[src/mips_pkg.sv]
`default_nettype none

package mips_pkg;

	localparam int xlen = 32;

	typedef logic [xlen-1:0] word_t;
	typedef logic [31:0]     pc_t; // instruction index, not byte address
	typedef logic [4:0]      reg_addr_t;
	typedef logic [4:0]      shamt_t;
	typedef logic [5:0]      opcode_t;
	typedef logic [5:0]      funct_t;

	localparam opcode_t op_rtype = 6'd0;
	localparam opcode_t op_beq   = 6'd4;
	localparam opcode_t op_bne   = 6'd5;
	localparam opcode_t op_addi  = 6'd8;
	localparam opcode_t op_slti  = 6'd10;
	localparam opcode_t op_andi  = 6'd12;
	localparam opcode_t op_ori   = 6'd13;
	localparam opcode_t op_xori  = 6'd14;
	localparam opcode_t op_lw    = 6'd35;
	localparam opcode_t op_sw    = 6'd43;

	localparam funct_t fn_sll = 6'h00;
	localparam funct_t fn_srl = 6'h02;
	localparam funct_t fn_sra = 6'h03;
	localparam funct_t fn_add = 6'h20;
	localparam funct_t fn_sub = 6'h22;
	localparam funct_t fn_and = 6'h24;
	localparam funct_t fn_or  = 6'h25;
	localparam funct_t fn_xor = 6'h26;
	localparam funct_t fn_nor = 6'h27;
	localparam funct_t fn_slt = 6'h2a;

	typedef enum logic [3:0] {
		alu_add, alu_sub, alu_and, alu_or, alu_xor,
		alu_nor, alu_slt, alu_sll, alu_srl, alu_sra
	} alu_op_e;

	// all-zero value is a bubble
	typedef struct packed {
		logic    reg_write;
		logic    mem_to_reg;
		logic    mem_read;
		logic    mem_write;
		logic    alu_src; // immediate as second operand
		logic    reg_dst; // rd instead of rt
		logic    zero_ext;
		alu_op_e alu_op;
	} ctrl_t;

endpackage

`default_nettype wire
[src/pipe_intf.sv]
`timescale 1ns/1ns
`default_nettype none

interface id_ex_if
	import mips_pkg::*;
();
	ctrl_t     ctrl;
	word_t     rs_data;
	word_t     rt_data;
	word_t     imm; // already extended
	reg_addr_t rs;
	reg_addr_t rt;
	reg_addr_t rd;
	shamt_t    shamt;

	modport decode (
		output ctrl, rs_data, rt_data, imm, rs, rt, rd, shamt
	);

	modport execute (
		input ctrl, rs_data, rt_data, imm, rs, rt, rd, shamt
	);
endinterface

interface ex_mem_if
	import mips_pkg::*;
();
	logic      reg_write;
	logic      mem_to_reg;
	logic      mem_read;
	logic      mem_write;
	word_t     alu_result; // also the data word index
	word_t     store_data;
	reg_addr_t dest;

	modport execute (
		output reg_write, mem_to_reg, mem_read, mem_write, alu_result, store_data, dest
	);

	modport mem (
		input reg_write, mem_to_reg, mem_read, mem_write, alu_result, store_data, dest
	);

	// branch source check in decode
	modport hazard (
		input reg_write, dest
	);
endinterface

`default_nettype wire

[src/mips_core.sv]
`timescale 1ns/1ns
`default_nettype none

module mips_core
	import mips_pkg::*;
(
	input  wire        clk,
	input  wire        rst,
	output pc_t        imem_addr,
	input  wire word_t imem_data,
	output logic       dmem_we,
	output word_t      dmem_addr,
	output word_t      dmem_wdata,
	input  wire word_t dmem_rdata,
	output logic       wb_valid,
	output reg_addr_t  wb_reg,
	output word_t      wb_data
);
	logic  stall;
	logic  branch_taken;
	pc_t   branch_target;
	word_t id_instr;
	pc_t   id_pc_plus1;
	logic  wb_reg_write;

	id_ex_if  id_ex_bus ();
	ex_mem_if ex_mem_bus ();

	fetch_stage fetch_stage_inst (
		.clk           (clk),
		.rst           (rst),
		.stall         (stall),
		.branch_taken  (branch_taken),
		.branch_target (branch_target),
		.imem_addr     (imem_addr),
		.imem_data     (imem_data),
		.id_instr      (id_instr),
		.id_pc_plus1   (id_pc_plus1)
	);

	decode_stage decode_stage_inst (
		.clk           (clk),
		.rst           (rst),
		.id_instr      (id_instr),
		.id_pc_plus1   (id_pc_plus1),
		.stall         (stall),
		.branch_taken  (branch_taken),
		.branch_target (branch_target),
		.wb_reg_write  (wb_reg_write),
		.wb_reg        (wb_reg),
		.wb_data       (wb_data),
		.id_ex         (id_ex_bus.decode),
		.ex_mem        (ex_mem_bus.hazard)
	);

	execute_stage execute_stage_inst (
		.clk          (clk),
		.rst          (rst),
		.id_ex        (id_ex_bus.execute),
		.ex_mem       (ex_mem_bus.execute),
		.wb_reg_write (wb_reg_write),
		.wb_reg       (wb_reg),
		.wb_data      (wb_data)
	);

	mem_wb_stage mem_wb_stage_inst (
		.clk          (clk),
		.rst          (rst),
		.ex_mem       (ex_mem_bus.mem),
		.dmem_we      (dmem_we),
		.dmem_addr    (dmem_addr),
		.dmem_wdata   (dmem_wdata),
		.dmem_rdata   (dmem_rdata),
		.wb_reg_write (wb_reg_write),
		.wb_reg       (wb_reg),
		.wb_data      (wb_data)
	);

	assign wb_valid = wb_reg_write && wb_reg != '0; // writes to r0 are dropped

endmodule

`default_nettype wire

[src/mem_wb_stage.sv]
`timescale 1ns/1ns
`default_nettype none

module mem_wb_stage
	import mips_pkg::*;
(
	input  wire        clk,
	input  wire        rst,
	ex_mem_if.mem      ex_mem,
	output logic       dmem_we,
	output word_t      dmem_addr,
	output word_t      dmem_wdata,
	input  wire word_t dmem_rdata,
	output logic       wb_reg_write,
	output reg_addr_t  wb_reg,
	output word_t      wb_data
);
	logic  mem_to_reg_q;
	word_t load_q;
	word_t alu_q;

	assign dmem_we    = ex_mem.mem_write;
	assign dmem_addr  = ex_mem.alu_result; // word index
	assign dmem_wdata = ex_mem.store_data;

	always_ff @(posedge clk)
	begin
		if (rst)
		begin
			wb_reg_write <= 1'b0;
			mem_to_reg_q <= 1'b0;
		end
		else
		begin
			wb_reg_write <= ex_mem.reg_write;
			mem_to_reg_q <= ex_mem.mem_to_reg;
		end
	end

	always_ff @(posedge clk)
	begin
		load_q <= dmem_rdata;
		alu_q  <= ex_mem.alu_result;
		wb_reg <= ex_mem.dest;
	end

	assign wb_data = mem_to_reg_q ? load_q : alu_q;

endmodule

`default_nettype wire

[src/execute_stage.sv]
`timescale 1ns/1ns
`default_nettype none

module execute_stage
	import mips_pkg::*;
(
	input  wire            clk,
	input  wire            rst,
	id_ex_if.execute       id_ex,
	ex_mem_if.execute      ex_mem,
	input  wire            wb_reg_write,
	input  wire reg_addr_t wb_reg,
	input  wire word_t     wb_data
);
	word_t     fwd_a;
	word_t     fwd_b;
	word_t     alu_b;
	word_t     alu_result;
	reg_addr_t dest;

	// newest producer wins
	function automatic word_t forward(reg_addr_t src, word_t reg_val);
		if (src == '0)
			return reg_val;
		else if (ex_mem.reg_write && ex_mem.dest == src)
			return ex_mem.alu_result;
		else if (wb_reg_write && wb_reg == src)
			return wb_data;
		else
			return reg_val;
	endfunction

	always_comb
	begin
		fwd_a = forward(id_ex.rs, id_ex.rs_data);
		fwd_b = forward(id_ex.rt, id_ex.rt_data);
	end

	assign alu_b = id_ex.ctrl.alu_src ? id_ex.imm : fwd_b;
	assign dest  = id_ex.ctrl.reg_dst ? id_ex.rd : id_ex.rt;

	alu alu_inst (
		.op     (id_ex.ctrl.alu_op),
		.a      (fwd_a),
		.b      (alu_b),
		.shamt  (id_ex.shamt),
		.result (alu_result)
	);

	always_ff @(posedge clk)
	begin
		if (rst)
		begin
			ex_mem.reg_write  <= 1'b0;
			ex_mem.mem_to_reg <= 1'b0;
			ex_mem.mem_read   <= 1'b0;
			ex_mem.mem_write  <= 1'b0;
		end
		else
		begin
			ex_mem.reg_write  <= id_ex.ctrl.reg_write;
			ex_mem.mem_to_reg <= id_ex.ctrl.mem_to_reg;
			ex_mem.mem_read   <= id_ex.ctrl.mem_read;
			ex_mem.mem_write  <= id_ex.ctrl.mem_write;
		end
	end

	always_ff @(posedge clk)
	begin
		ex_mem.alu_result <= alu_result;
		ex_mem.store_data <= fwd_b; // sw data after forwarding
		ex_mem.dest       <= dest;
	end

	// decode never issues a load that also stores
	assert property (@(posedge clk) disable iff (rst) !(ex_mem.mem_read && ex_mem.mem_write));

endmodule

`default_nettype wire

[src/decode_stage.sv]
`timescale 1ns/1ns
`default_nettype none

module decode_stage
	import mips_pkg::*;
(
	input  wire            clk,
	input  wire            rst,
	input  wire word_t     id_instr,
	input  wire pc_t       id_pc_plus1,
	output logic           stall,
	output logic           branch_taken,
	output pc_t            branch_target,
	input  wire            wb_reg_write,
	input  wire reg_addr_t wb_reg,
	input  wire word_t     wb_data,
	id_ex_if.decode        id_ex,
	ex_mem_if.hazard       ex_mem
);
	opcode_t   opcode;
	funct_t    funct;
	reg_addr_t rs;
	reg_addr_t rt;
	word_t     rs_data;
	word_t     rt_data;
	word_t     imm;
	ctrl_t     ctrl;
	logic      is_beq;
	logic      is_bne;
	reg_addr_t ex_dest;
	logic      ex_hit;
	logic      mem_hit;

	assign opcode = id_instr[31:26];
	assign funct  = id_instr[5:0];
	assign rs     = id_instr[25:21];
	assign rt     = id_instr[20:16];

	reg_file reg_file_inst (
		.clk     (clk),
		.rs      (rs),
		.rt      (rt),
		.rs_data (rs_data),
		.rt_data (rt_data),
		.we      (wb_reg_write),
		.wr_reg  (wb_reg),
		.wr_data (wb_data)
	);

	always_comb
	begin
		ctrl = '0;
		case (opcode)
			op_rtype:
			begin
				ctrl.reg_write = 1'b1;
				ctrl.reg_dst   = 1'b1;
				case (funct)
					fn_add: ctrl.alu_op = alu_add;
					fn_sub: ctrl.alu_op = alu_sub;
					fn_and: ctrl.alu_op = alu_and;
					fn_or:  ctrl.alu_op = alu_or;
					fn_xor: ctrl.alu_op = alu_xor;
					fn_nor: ctrl.alu_op = alu_nor;
					fn_slt: ctrl.alu_op = alu_slt;
					fn_sll: ctrl.alu_op = alu_sll;
					fn_srl: ctrl.alu_op = alu_srl;
					fn_sra: ctrl.alu_op = alu_sra;
					default: ctrl = '0; // unsupported funct
				endcase
			end
			op_addi, op_slti, op_andi, op_ori, op_xori:
			begin
				ctrl.reg_write = 1'b1;
				ctrl.alu_src   = 1'b1;
				ctrl.zero_ext  = (opcode == op_ori);
				case (opcode)
					op_slti: ctrl.alu_op = alu_slt;
					op_andi: ctrl.alu_op = alu_and;
					op_ori:  ctrl.alu_op = alu_or;
					op_xori: ctrl.alu_op = alu_xor;
					default: ctrl.alu_op = alu_add;
				endcase
			end
			op_lw:
			begin
				ctrl.reg_write  = 1'b1;
				ctrl.mem_to_reg = 1'b1;
				ctrl.mem_read   = 1'b1;
				ctrl.alu_src    = 1'b1;
			end
			op_sw:
			begin
				ctrl.mem_write = 1'b1;
				ctrl.alu_src   = 1'b1;
			end
			default: ctrl = '0; // branches and unknown opcodes
		endcase
		if (id_instr == '0)
			ctrl = '0; // flushed slot
	end

	assign imm = ctrl.zero_ext ? {16'b0, id_instr[15:0]} : {{16{id_instr[15]}}, id_instr[15:0]};

	assign is_beq        = (opcode == op_beq);
	assign is_bne        = (opcode == op_bne);
	assign branch_target = id_pc_plus1 + imm;

	// older writers still in flight
	assign ex_dest = id_ex.ctrl.reg_dst ? id_ex.rd : id_ex.rt;
	assign ex_hit  = id_ex.ctrl.reg_write && ex_dest != '0 && (ex_dest == rs || ex_dest == rt);
	assign mem_hit = ex_mem.reg_write && ex_mem.dest != '0
		&& (ex_mem.dest == rs || ex_mem.dest == rt);

	assign stall = (id_ex.ctrl.mem_read && ex_hit) || ((is_beq || is_bne) && (ex_hit || mem_hit));

	assign branch_taken = !stall
		&& ((is_beq && rs_data == rt_data) || (is_bne && rs_data != rt_data));

	always_ff @(posedge clk)
	begin
		if (rst || stall)
			id_ex.ctrl <= '0; // bubble
		else
			id_ex.ctrl <= ctrl;
	end

	always_ff @(posedge clk)
	begin
		id_ex.rs_data <= rs_data;
		id_ex.rt_data <= rt_data;
		id_ex.imm     <= imm;
		id_ex.rs      <= rs;
		id_ex.rt      <= rt;
		id_ex.rd      <= id_instr[15:11];
		id_ex.shamt   <= id_instr[10:6];
	end

endmodule

`default_nettype wire

[src/fetch_stage.sv]
`timescale 1ns/1ns
`default_nettype none

module fetch_stage
	import mips_pkg::*;
(
	input  wire        clk,
	input  wire        rst,
	input  wire        stall,
	input  wire        branch_taken,
	input  wire pc_t   branch_target,
	output pc_t        imem_addr,
	input  wire word_t imem_data,
	output word_t      id_instr,
	output pc_t        id_pc_plus1
);
	pc_t pc;
	pc_t pc_plus1;

	assign pc_plus1  = pc + 1;
	assign imem_addr = pc; // memory answers in the same cycle

	always_ff @(posedge clk)
	begin
		if (rst)
		begin
			pc       <= '0;
			id_instr <= '0;
		end
		else if (!stall)
		begin
			pc       <= branch_taken ? branch_target : pc_plus1;
			id_instr <= branch_taken ? '0 : imem_data; // squash wrong-path fetch
		end
	end

	always_ff @(posedge clk)
	begin
		if (!stall)
			id_pc_plus1 <= pc_plus1;
	end

	// decode never redirects while it holds the front end
	assert property (@(posedge clk) disable iff (rst) !(stall && branch_taken));

endmodule

`default_nettype wire

[src/reg_file.sv]
`timescale 1ns/1ns
`default_nettype none

module reg_file
	import mips_pkg::*;
(
	input  wire            clk,
	input  wire reg_addr_t rs,
	input  wire reg_addr_t rt,
	output word_t          rs_data,
	output word_t          rt_data,
	input  wire            we,
	input  wire reg_addr_t wr_reg,
	input  wire word_t     wr_data
);
	word_t regs [0:31];

	function automatic word_t read_port(reg_addr_t addr);
		if (addr == '0)
			return '0;
		else if (we && wr_reg == addr)
			return wr_data; // value being written this cycle
		else
			return regs[addr];
	endfunction

	always_comb
	begin
		rs_data = read_port(rs);
		rt_data = read_port(rt);
	end

	always_ff @(posedge clk)
	begin
		if (we && wr_reg != '0)
			regs[wr_reg] <= wr_data;
	end

endmodule

`default_nettype wire

[src/alu.sv]
`timescale 1ns/1ns
`default_nettype none

module alu
	import mips_pkg::*;
(
	input  wire alu_op_e op,
	input  wire word_t   a,
	input  wire word_t   b,
	input  wire shamt_t  shamt,
	output word_t        result
);
	logic less; // signed compare for slt and slti

	assign less = $signed(a) < $signed(b);

	always_comb
	begin
		case (op)
			alu_add:
				result = a + b;
			alu_sub:
				result = a - b;
			alu_and:
				result = a & b;
			alu_or:
				result = a | b;
			alu_xor:
				result = a ^ b;
			alu_nor:
				result = ~(a | b);
			alu_slt:
				result = {{(xlen-1){1'b0}}, less};
			alu_sll:
				result = b << shamt;
			alu_srl:
				result = b >> shamt;
			alu_sra:
				result = $signed(b) >>> shamt; // keeps sign bit
			default:
				result = '0;
		endcase
	end

endmodule

`default_nettype wire

[config.mk]
export PLATFORM = sky130hd
export DESIGN_NAME = mips_core
export DESIGN_NICKNAME = d
export VERILOG_FILES = /design/src/mips_pkg.sv /design/src/pipe_intf.sv /design/src/mips_core.sv /design/src/mem_wb_stage.sv /design/src/execute_stage.sv /design/src/decode_stage.sv /design/src/fetch_stage.sv /design/src/reg_file.sv /design/src/alu.sv
export SDC_FILE = /design/constraint.sdc
export NUM_CORES = 2
export LEC_CHECK = 0
export BUFFER_PORTS_ARGS = -buffer_cell sky130_fd_sc_hd__clkbuf_2
export CELL_PAD_IN_SITES_DETAIL_PLACEMENT = 1
export CELL_PAD_IN_SITES_GLOBAL_PLACEMENT = 2
export CORE_MARGIN = 3
export CORE_UTILIZATION = 41
export DETAILED_ROUTE_END_ITERATION = 16
export MAX_ROUTING_LAYER = met4
export PLACE_DENSITY_LB_ADDON = 0.1
export SYNTH_ARGS = -nofsm -noshare
export SYNTH_HDL_FRONTEND = slang
export SYNTH_SLANG_ARGS = --single-unit
[constraint.sdc]
create_clock -name clk -period 5.26 [get_ports clk]
set_clock_uncertainty 0.05 [all_clocks]
set_input_delay 1.315 -clock clk [delete_from_list [all_inputs] [get_ports clk]]
set_output_delay 1.315 -clock clk [all_outputs]
set_load 0.03 [all_outputs]
Word level (Yosys, flattened, before mapping)
Memories as Yosys holds them, arrays and structs flattened. A register that Yosys moved wholly into a read port is not among the register bits.
Cells that the tools add are included.
{"block": "totals", "n_memories": 1, "ramBits": 1024, "ff_bits": 365, "in_bits": 66, "wordCells": 154, "output_inout_bits": 135}
{"block": "classes", "n_bitwise": 5, "n_lt_le_gt_ge": 1, "addsub": 4, "n_reduce_logical": 41, "n_eq_ne": 39, "mux": 32, "n_shift": 3}
{"name": "decode_stage_inst.reg_file_inst.regs", "depth": 32, "width": 32, "rd": 2, "rd_clocked_by_memory_dff": 2, "wr": 1, "line_no": "reg_file.sv:16", "source": "word_t regs [0:31];"}
{"operator": "2-to-1 mux 32 bit", "count": 15}
{"operator": "case mux 32 bit (10 select lines)", "count": 1}
{"operator": "adder 32 bit", "count": 2}
{"operator": "equality test 6 bit, second input constant", "count": 9}
{"operator": "equality test 5 bit", "count": 10}
{"operator": "case mux 4 bit (9 select lines)", "count": 1}
{"operator": "adder 32 x 1 -> 32 bit, second input constant", "count": 1}
{"operator": "bitwise AND 32 bit", "count": 1}
{"operator": "equality test 32 bit", "count": 1}
{"operator": "zero test 32 bit", "count": 1}
{"operator": "< comparator 32 bit", "count": 1}
{"operator": "!= test 32 bit", "count": 1}
{"operator": "inverter 32 bit", "count": 1}
{"operator": "OR 32 bit", "count": 1}
{"operator": "left shift 32 x 5 -> 32 bit", "count": 1}
{"operator": "right shift 32 x 5 -> 32 bit", "count": 1}
{"operator": ">>> shifter 32 x 5 -> 32 bit", "count": 1}
{"operator": "subtractor 32 bit", "count": 1}
{"operator": "bitwise XOR 32 bit", "count": 1}
{"operator": "equality test 6 x 4 -> 1 bit, second input constant", "count": 5}
{"operator": "2-to-1 mux 5 bit", "count": 6}
{"operator": "zero test 5 bit", "count": 4}
{"operator": "equality test 4 x 3 -> 1 bit, second input constant", "count": 4}
{"operator": "logical AND 1 bit", "count": 16}
{"operator": "23 further kinds", "count": 39}

Longest topological paths before layout
{"block": "depth", "word_depth": 12, "mapped_depth": 26}

Cells and area by module
Synthesis repeated with hierarchy kept, for this count alone.
{"block": "hier_totals", "hier_cells": 5537, "hier_area_um2": 73241.5}
{"module": "reg_file", "area_per_inst_um2": 47951.0, "instances": 1, "cells_each": 2524}
{"module": "alu", "area_per_inst_um2": 9004.9, "instances": 1, "cells_each": 1355}
{"module": "decode_stage", "area_per_inst_um2": 4889.7, "instances": 1, "cells_each": 501}
{"module": "execute_stage", "area_per_inst_um2": 4519.3, "instances": 1, "cells_each": 529}
{"module": "fetch_stage", "area_per_inst_um2": 4395.5, "instances": 1, "cells_each": 452}
{"module": "mem_wb_stage", "area_per_inst_um2": 2466.1, "instances": 1, "cells_each": 174}
{"module": "mips_core", "area_per_inst_um2": 15.0, "instances": 1, "cells_each": 2}

Worst setup path before layout
Ideal clock, no wire load.
{"block": "synth_timing", "kind": "register -> register", "from": "reg mem_wb_stage_inst.wb_reg[3]", "to": "reg execute_stage_inst.ex_mem.alu_result[28]", "slack_ns": -0.330, "path_stages_with_launch": 26, "path_buffers": 2, "arrival_ns": 5.418, "required_ns": 5.088, "path_cell_list": "dfxtp_1 > buf_2 > xor2_1 > nor4_1 > nand3_1 > nor2_1 > clkbuf_1 > a22oi_1 > nor2_1 > a21oi_1 > inv_1 > ha_1 > inv_1 > fa_1 > o21bai_1 > a21oi_1 > o21ai_0 > or3b_2 > o221a_2 > o21ai_0 > a21oi_1 > o41ai_1 > o31ai_1 > a31oi_1 > xnor2_1 > a221o_1"}
{"block": "synth_via", "elab_chain_cells": 9, "elab_cells_between_ends": 21, "cone_classes": "add/sub (2); eq/ne (2); shift (3); mux (8); bitwise (4); reduce/logical (2)"}
{"element": "from (decl)", "line_no": "mem_wb_stage.sv:15", "source": "output reg_addr_t wb_reg,"}
{"element": "from (signal assigned)", "line_no": "mem_wb_stage.sv:44", "source": "wb_reg <= ex_mem.dest;"}
{"element": "branches (longest 8 deep; another with subtractor 32 bit)"}
{"element": "case mux 32 bit (10 select lines) *", "line_no": "alu.sv:19", "source": "case (op)"}
{"element": "named net execute_stage_inst.alu_inst.result[28]", "line_no": "alu.sv:11", "source": "output word_t result"}
{"element": "to (decl)", "line_no": "pipe_intf.sv:37", "source": "output reg_write, mem_to_reg, mem_read, mem_write, alu_result, store_data, dest"}
Mark *: on every way through the listed nets, which the timed path passes.
A chain may end at the register's enable or synchronous reset.

==> results.cfg <==
[clocking]
cts_hold_buffers = 0
cts_buffers = 157
htreeDepth = 4
clk_pin_slew_ns = 0.06
cts_root_buffer = clkbuf_16
cts.sinks = 1373
cts_tree = done
cts_buffer_depth = 3
clk_latency_ns = 0.85

[logic_synthesis]
synth_edf_count = 1056
synth_top_cell_by_area = edfxtp_1
ys_seq_area_share_pct = 52.92
synthXorXnorAreaFrac_pct = 1.924
async_flop_share_pct = 0
ys_warn_count = 0
synth-seq-cells = 1373
syn-cell-area_sq_um = 71920
ys.flop_type = edfxtp_1
synthSimpleGateAreaFrac_pct = 6.698
synth_top_area_share_pct = 44.09
synthTopCellsByArea = edfxtp_1, mux4_2, dfxtp_1
netlist_instances = 5398
synth_cell_types = 90
synth_mux_area_share_pct = 20.35
synth_top_family_by_area = multiplexers
syn_avg_cell_area_sq_um = 13.32
yosys.area_share.adder_pct = 2.363
synth_compound_area_share_pct = 11.79

[placed_design]
io_buffers = 200
dp_hpwl_um = 218400
gp_congestion = 0.9717
place_area_sq_um = 79660

[finish]
area_growth_syn_to_layout_pct = 18.93
largest_reg_flops = 1024
regMostFlops = decode_stage_inst.reg_file_inst.regs
drive_gt1_share_pct = 29.16
final_common_cell = edfxtp_1
nets = 6228
finalInstanceArea_sq_um = 85530
mostFrequentLayoutCells = edfxtp_1, buf_4, mux4_2, mux2i_1, dfxtp_1

[pwr]
comb_power_share_pct = 28.6
power.density_nw_per_um2 = 414.2
seq_power_share_pct = 39.9
p_sw_share_pct = 34.67
clkPwrFrac_pct = 31.5
p_leak_nw = 30.68
internal-power_mw = 23.15
peakVddDrop_mv = 0.3260
netSwitchingPower_mw = 12.28

[critical_path]
worstSetupPathType = flop to flop
cp-start-kind = flop
cp.required_ns = 5.91
cp-end-kind = flop
cp.arrival_ns = 5.83
path_max_fanout = 24

[route]
viasPerCell = 6.435
postRouteAntennaNets = 0
via_count = 54670
drc = 0
drtIter0Drc = 6967
drt_wl_total_um = 312700
wl_per_cell_um = 36.81
drt_pass1_iterations = 6

[timing]
setup_viol = 0
timing.fmax_mhz = 193.0
period_minus_slack_ns = 5.181
hold_slack_ns = 0.3639
worst_pin_slew_ns = 1.280
timing.final.crit_share_pct = 98.49
grt_setup_unrepaired = yes
slew_violations = 0
relSlewSlack_pct = 14.50
hold_viol = 0

[global_routing]
grt_max_degree = 62
antenna_found_initial = 19
gr-total-overflow = 0
grt_pass1_wl_um = 435000
grt_pass1_vias = 54990
grtUsageTotal_pct = 35.16

[run]
max_cap_violations = 0

[floorplanning]
initial_core_util_pct = 41.28
core-area_sq_um = 174200
die_h_um = 424.8
io_pins = 201
num_rows = 153
dieWidth_um = 424.8
dieArea_sq_um = 180500

[run_status]
status = finished, final reports clean

[hold_path]
min_path_type = flop to flop
## power by group through the flow
stage	sequential [mW]	combinational (mW)	clock (mW)
after floorplan	14.3	4.58	0
after global placement	14.3	9.68	0
after detailed placement	14.3	9.76	0
after CTS	14.1	9.86	11.3
after global routing	14.1	10.6	11.8
final	14.1	10.1	11.2
## per-stage QoR
step / std cells / TNS (ns) / total power, mW / setup WS, ns / util (%)
final: 8495 / 0 / 35.43 / 0.07933 / 49.10
after global routing: 8490 / -0.1311 / 36.47 / -0.07856 / 49.09
after detailed placement: 8175 / -9.953 / 24.08 / -0.3532 / 45.73
after CTS: 8466 / 0 / 35.30 / 0.0005898 / 48.81
after global placement: 8175 / -2.322 / 24.00 / -0.3643 / 45.73
after floorplan: 5429 / 0 / 18.83 / 0.006638 / -
## logic make-up after synthesis
| logic type | after synthesis |
|---|---|
| buf+inv | 613 |
| compound gates | 1227 |
| flops | 1373 |
| simple gates | 1036 |
| mux | 856 |
| fa+ha+maj | 134 |
| xor+xnor | 158 |
| other cells | 1 |
## critical path, stage by stage (launching register included)
cell and delay [ns]:
dfxtp_4 0.38, buf_12 0.16, buf_12 0.22, mux4_2 0.56, nor2_1 0.14, o22ai_1 0.10, a21oi_1 0.68, o32ai_1 0.35
xnor2_1 0.25, o2111ai_1 0.22, a2111oi_1 0.41, nand4_1 0.23, buf_4 0.22, mux2i_4 0.21, buf_12 0.21, mux2_2 0.35
o221a_2 0.23
## synthesized netlist by cell type, drive strengths merged (55+ instances only)
library cell / n
inv: 193
o211ai: 55
dfxtp: 317
o21ai: 211
mux2i: 329
a221oi: 80
xnor2: 101
a31oi: 73
nand3: 103
nand2: 261
nor2: 320
ha: 131
a21oi: 239
mux4: 479
a22oi: 103
xor2: 57
nor3: 112
clkbuf: 217
edfxtp: 1056
buf: 197
## repair_timing
action,4_1_cts,5_1_grt
endpoints found under the setup margin,84,92
buffers inserted,0,19
pin swaps,5,19
gates resized for setup,34,72
endpoints found under the hold margin,0,0
## final cells by class
class / instances / area, sq um
fillers: 17570 / 88670
well taps: 2325 / 2909
inverters: 199 / 752.0
flip-flops and latches: 1373 / 38100
clock inverters: 90 / 959.7
diodes: 10 / 25.02
clock buffers: 201 / 4269
repair buffers: 854 / 6683
multi-input cells: 3443 / 31830
## worst paths after layout
check,depth (start not counted),to,startpoint,slack [ns]
min reg2reg,0,mem_wb_stage_inst.wb_reg[0],execute_stage_inst.ex_mem.dest[0],0.36
max,16,fetch_stage_inst.imem_addr[20],flop,0.08
max reg2reg,16,fetch_stage_inst.imem_addr[20],flop,0.08
min,0,mem_wb_stage_inst.wb_reg[0],execute_stage_inst.ex_mem.dest[0],0.36
## per-layer routing
| layer | routed length, um | part of all wire, % | track usage [%] | vias to the layer above |
|---|---|---|---|---|
| li1 | - | - | - | 22610 |
| met1 | 129700 | 41 | 47.27 | 28790 |
| met2 | 143700 | 46 | 53.51 | 2698 |
| met3 | 26430 | 8.5 | 6.520 | 573 |
| met4 | 12850 | 4.1 | 12.71 | 0 |
| met5 | 0 | 0 | - | - |
(Power assumes the default switching activity.)
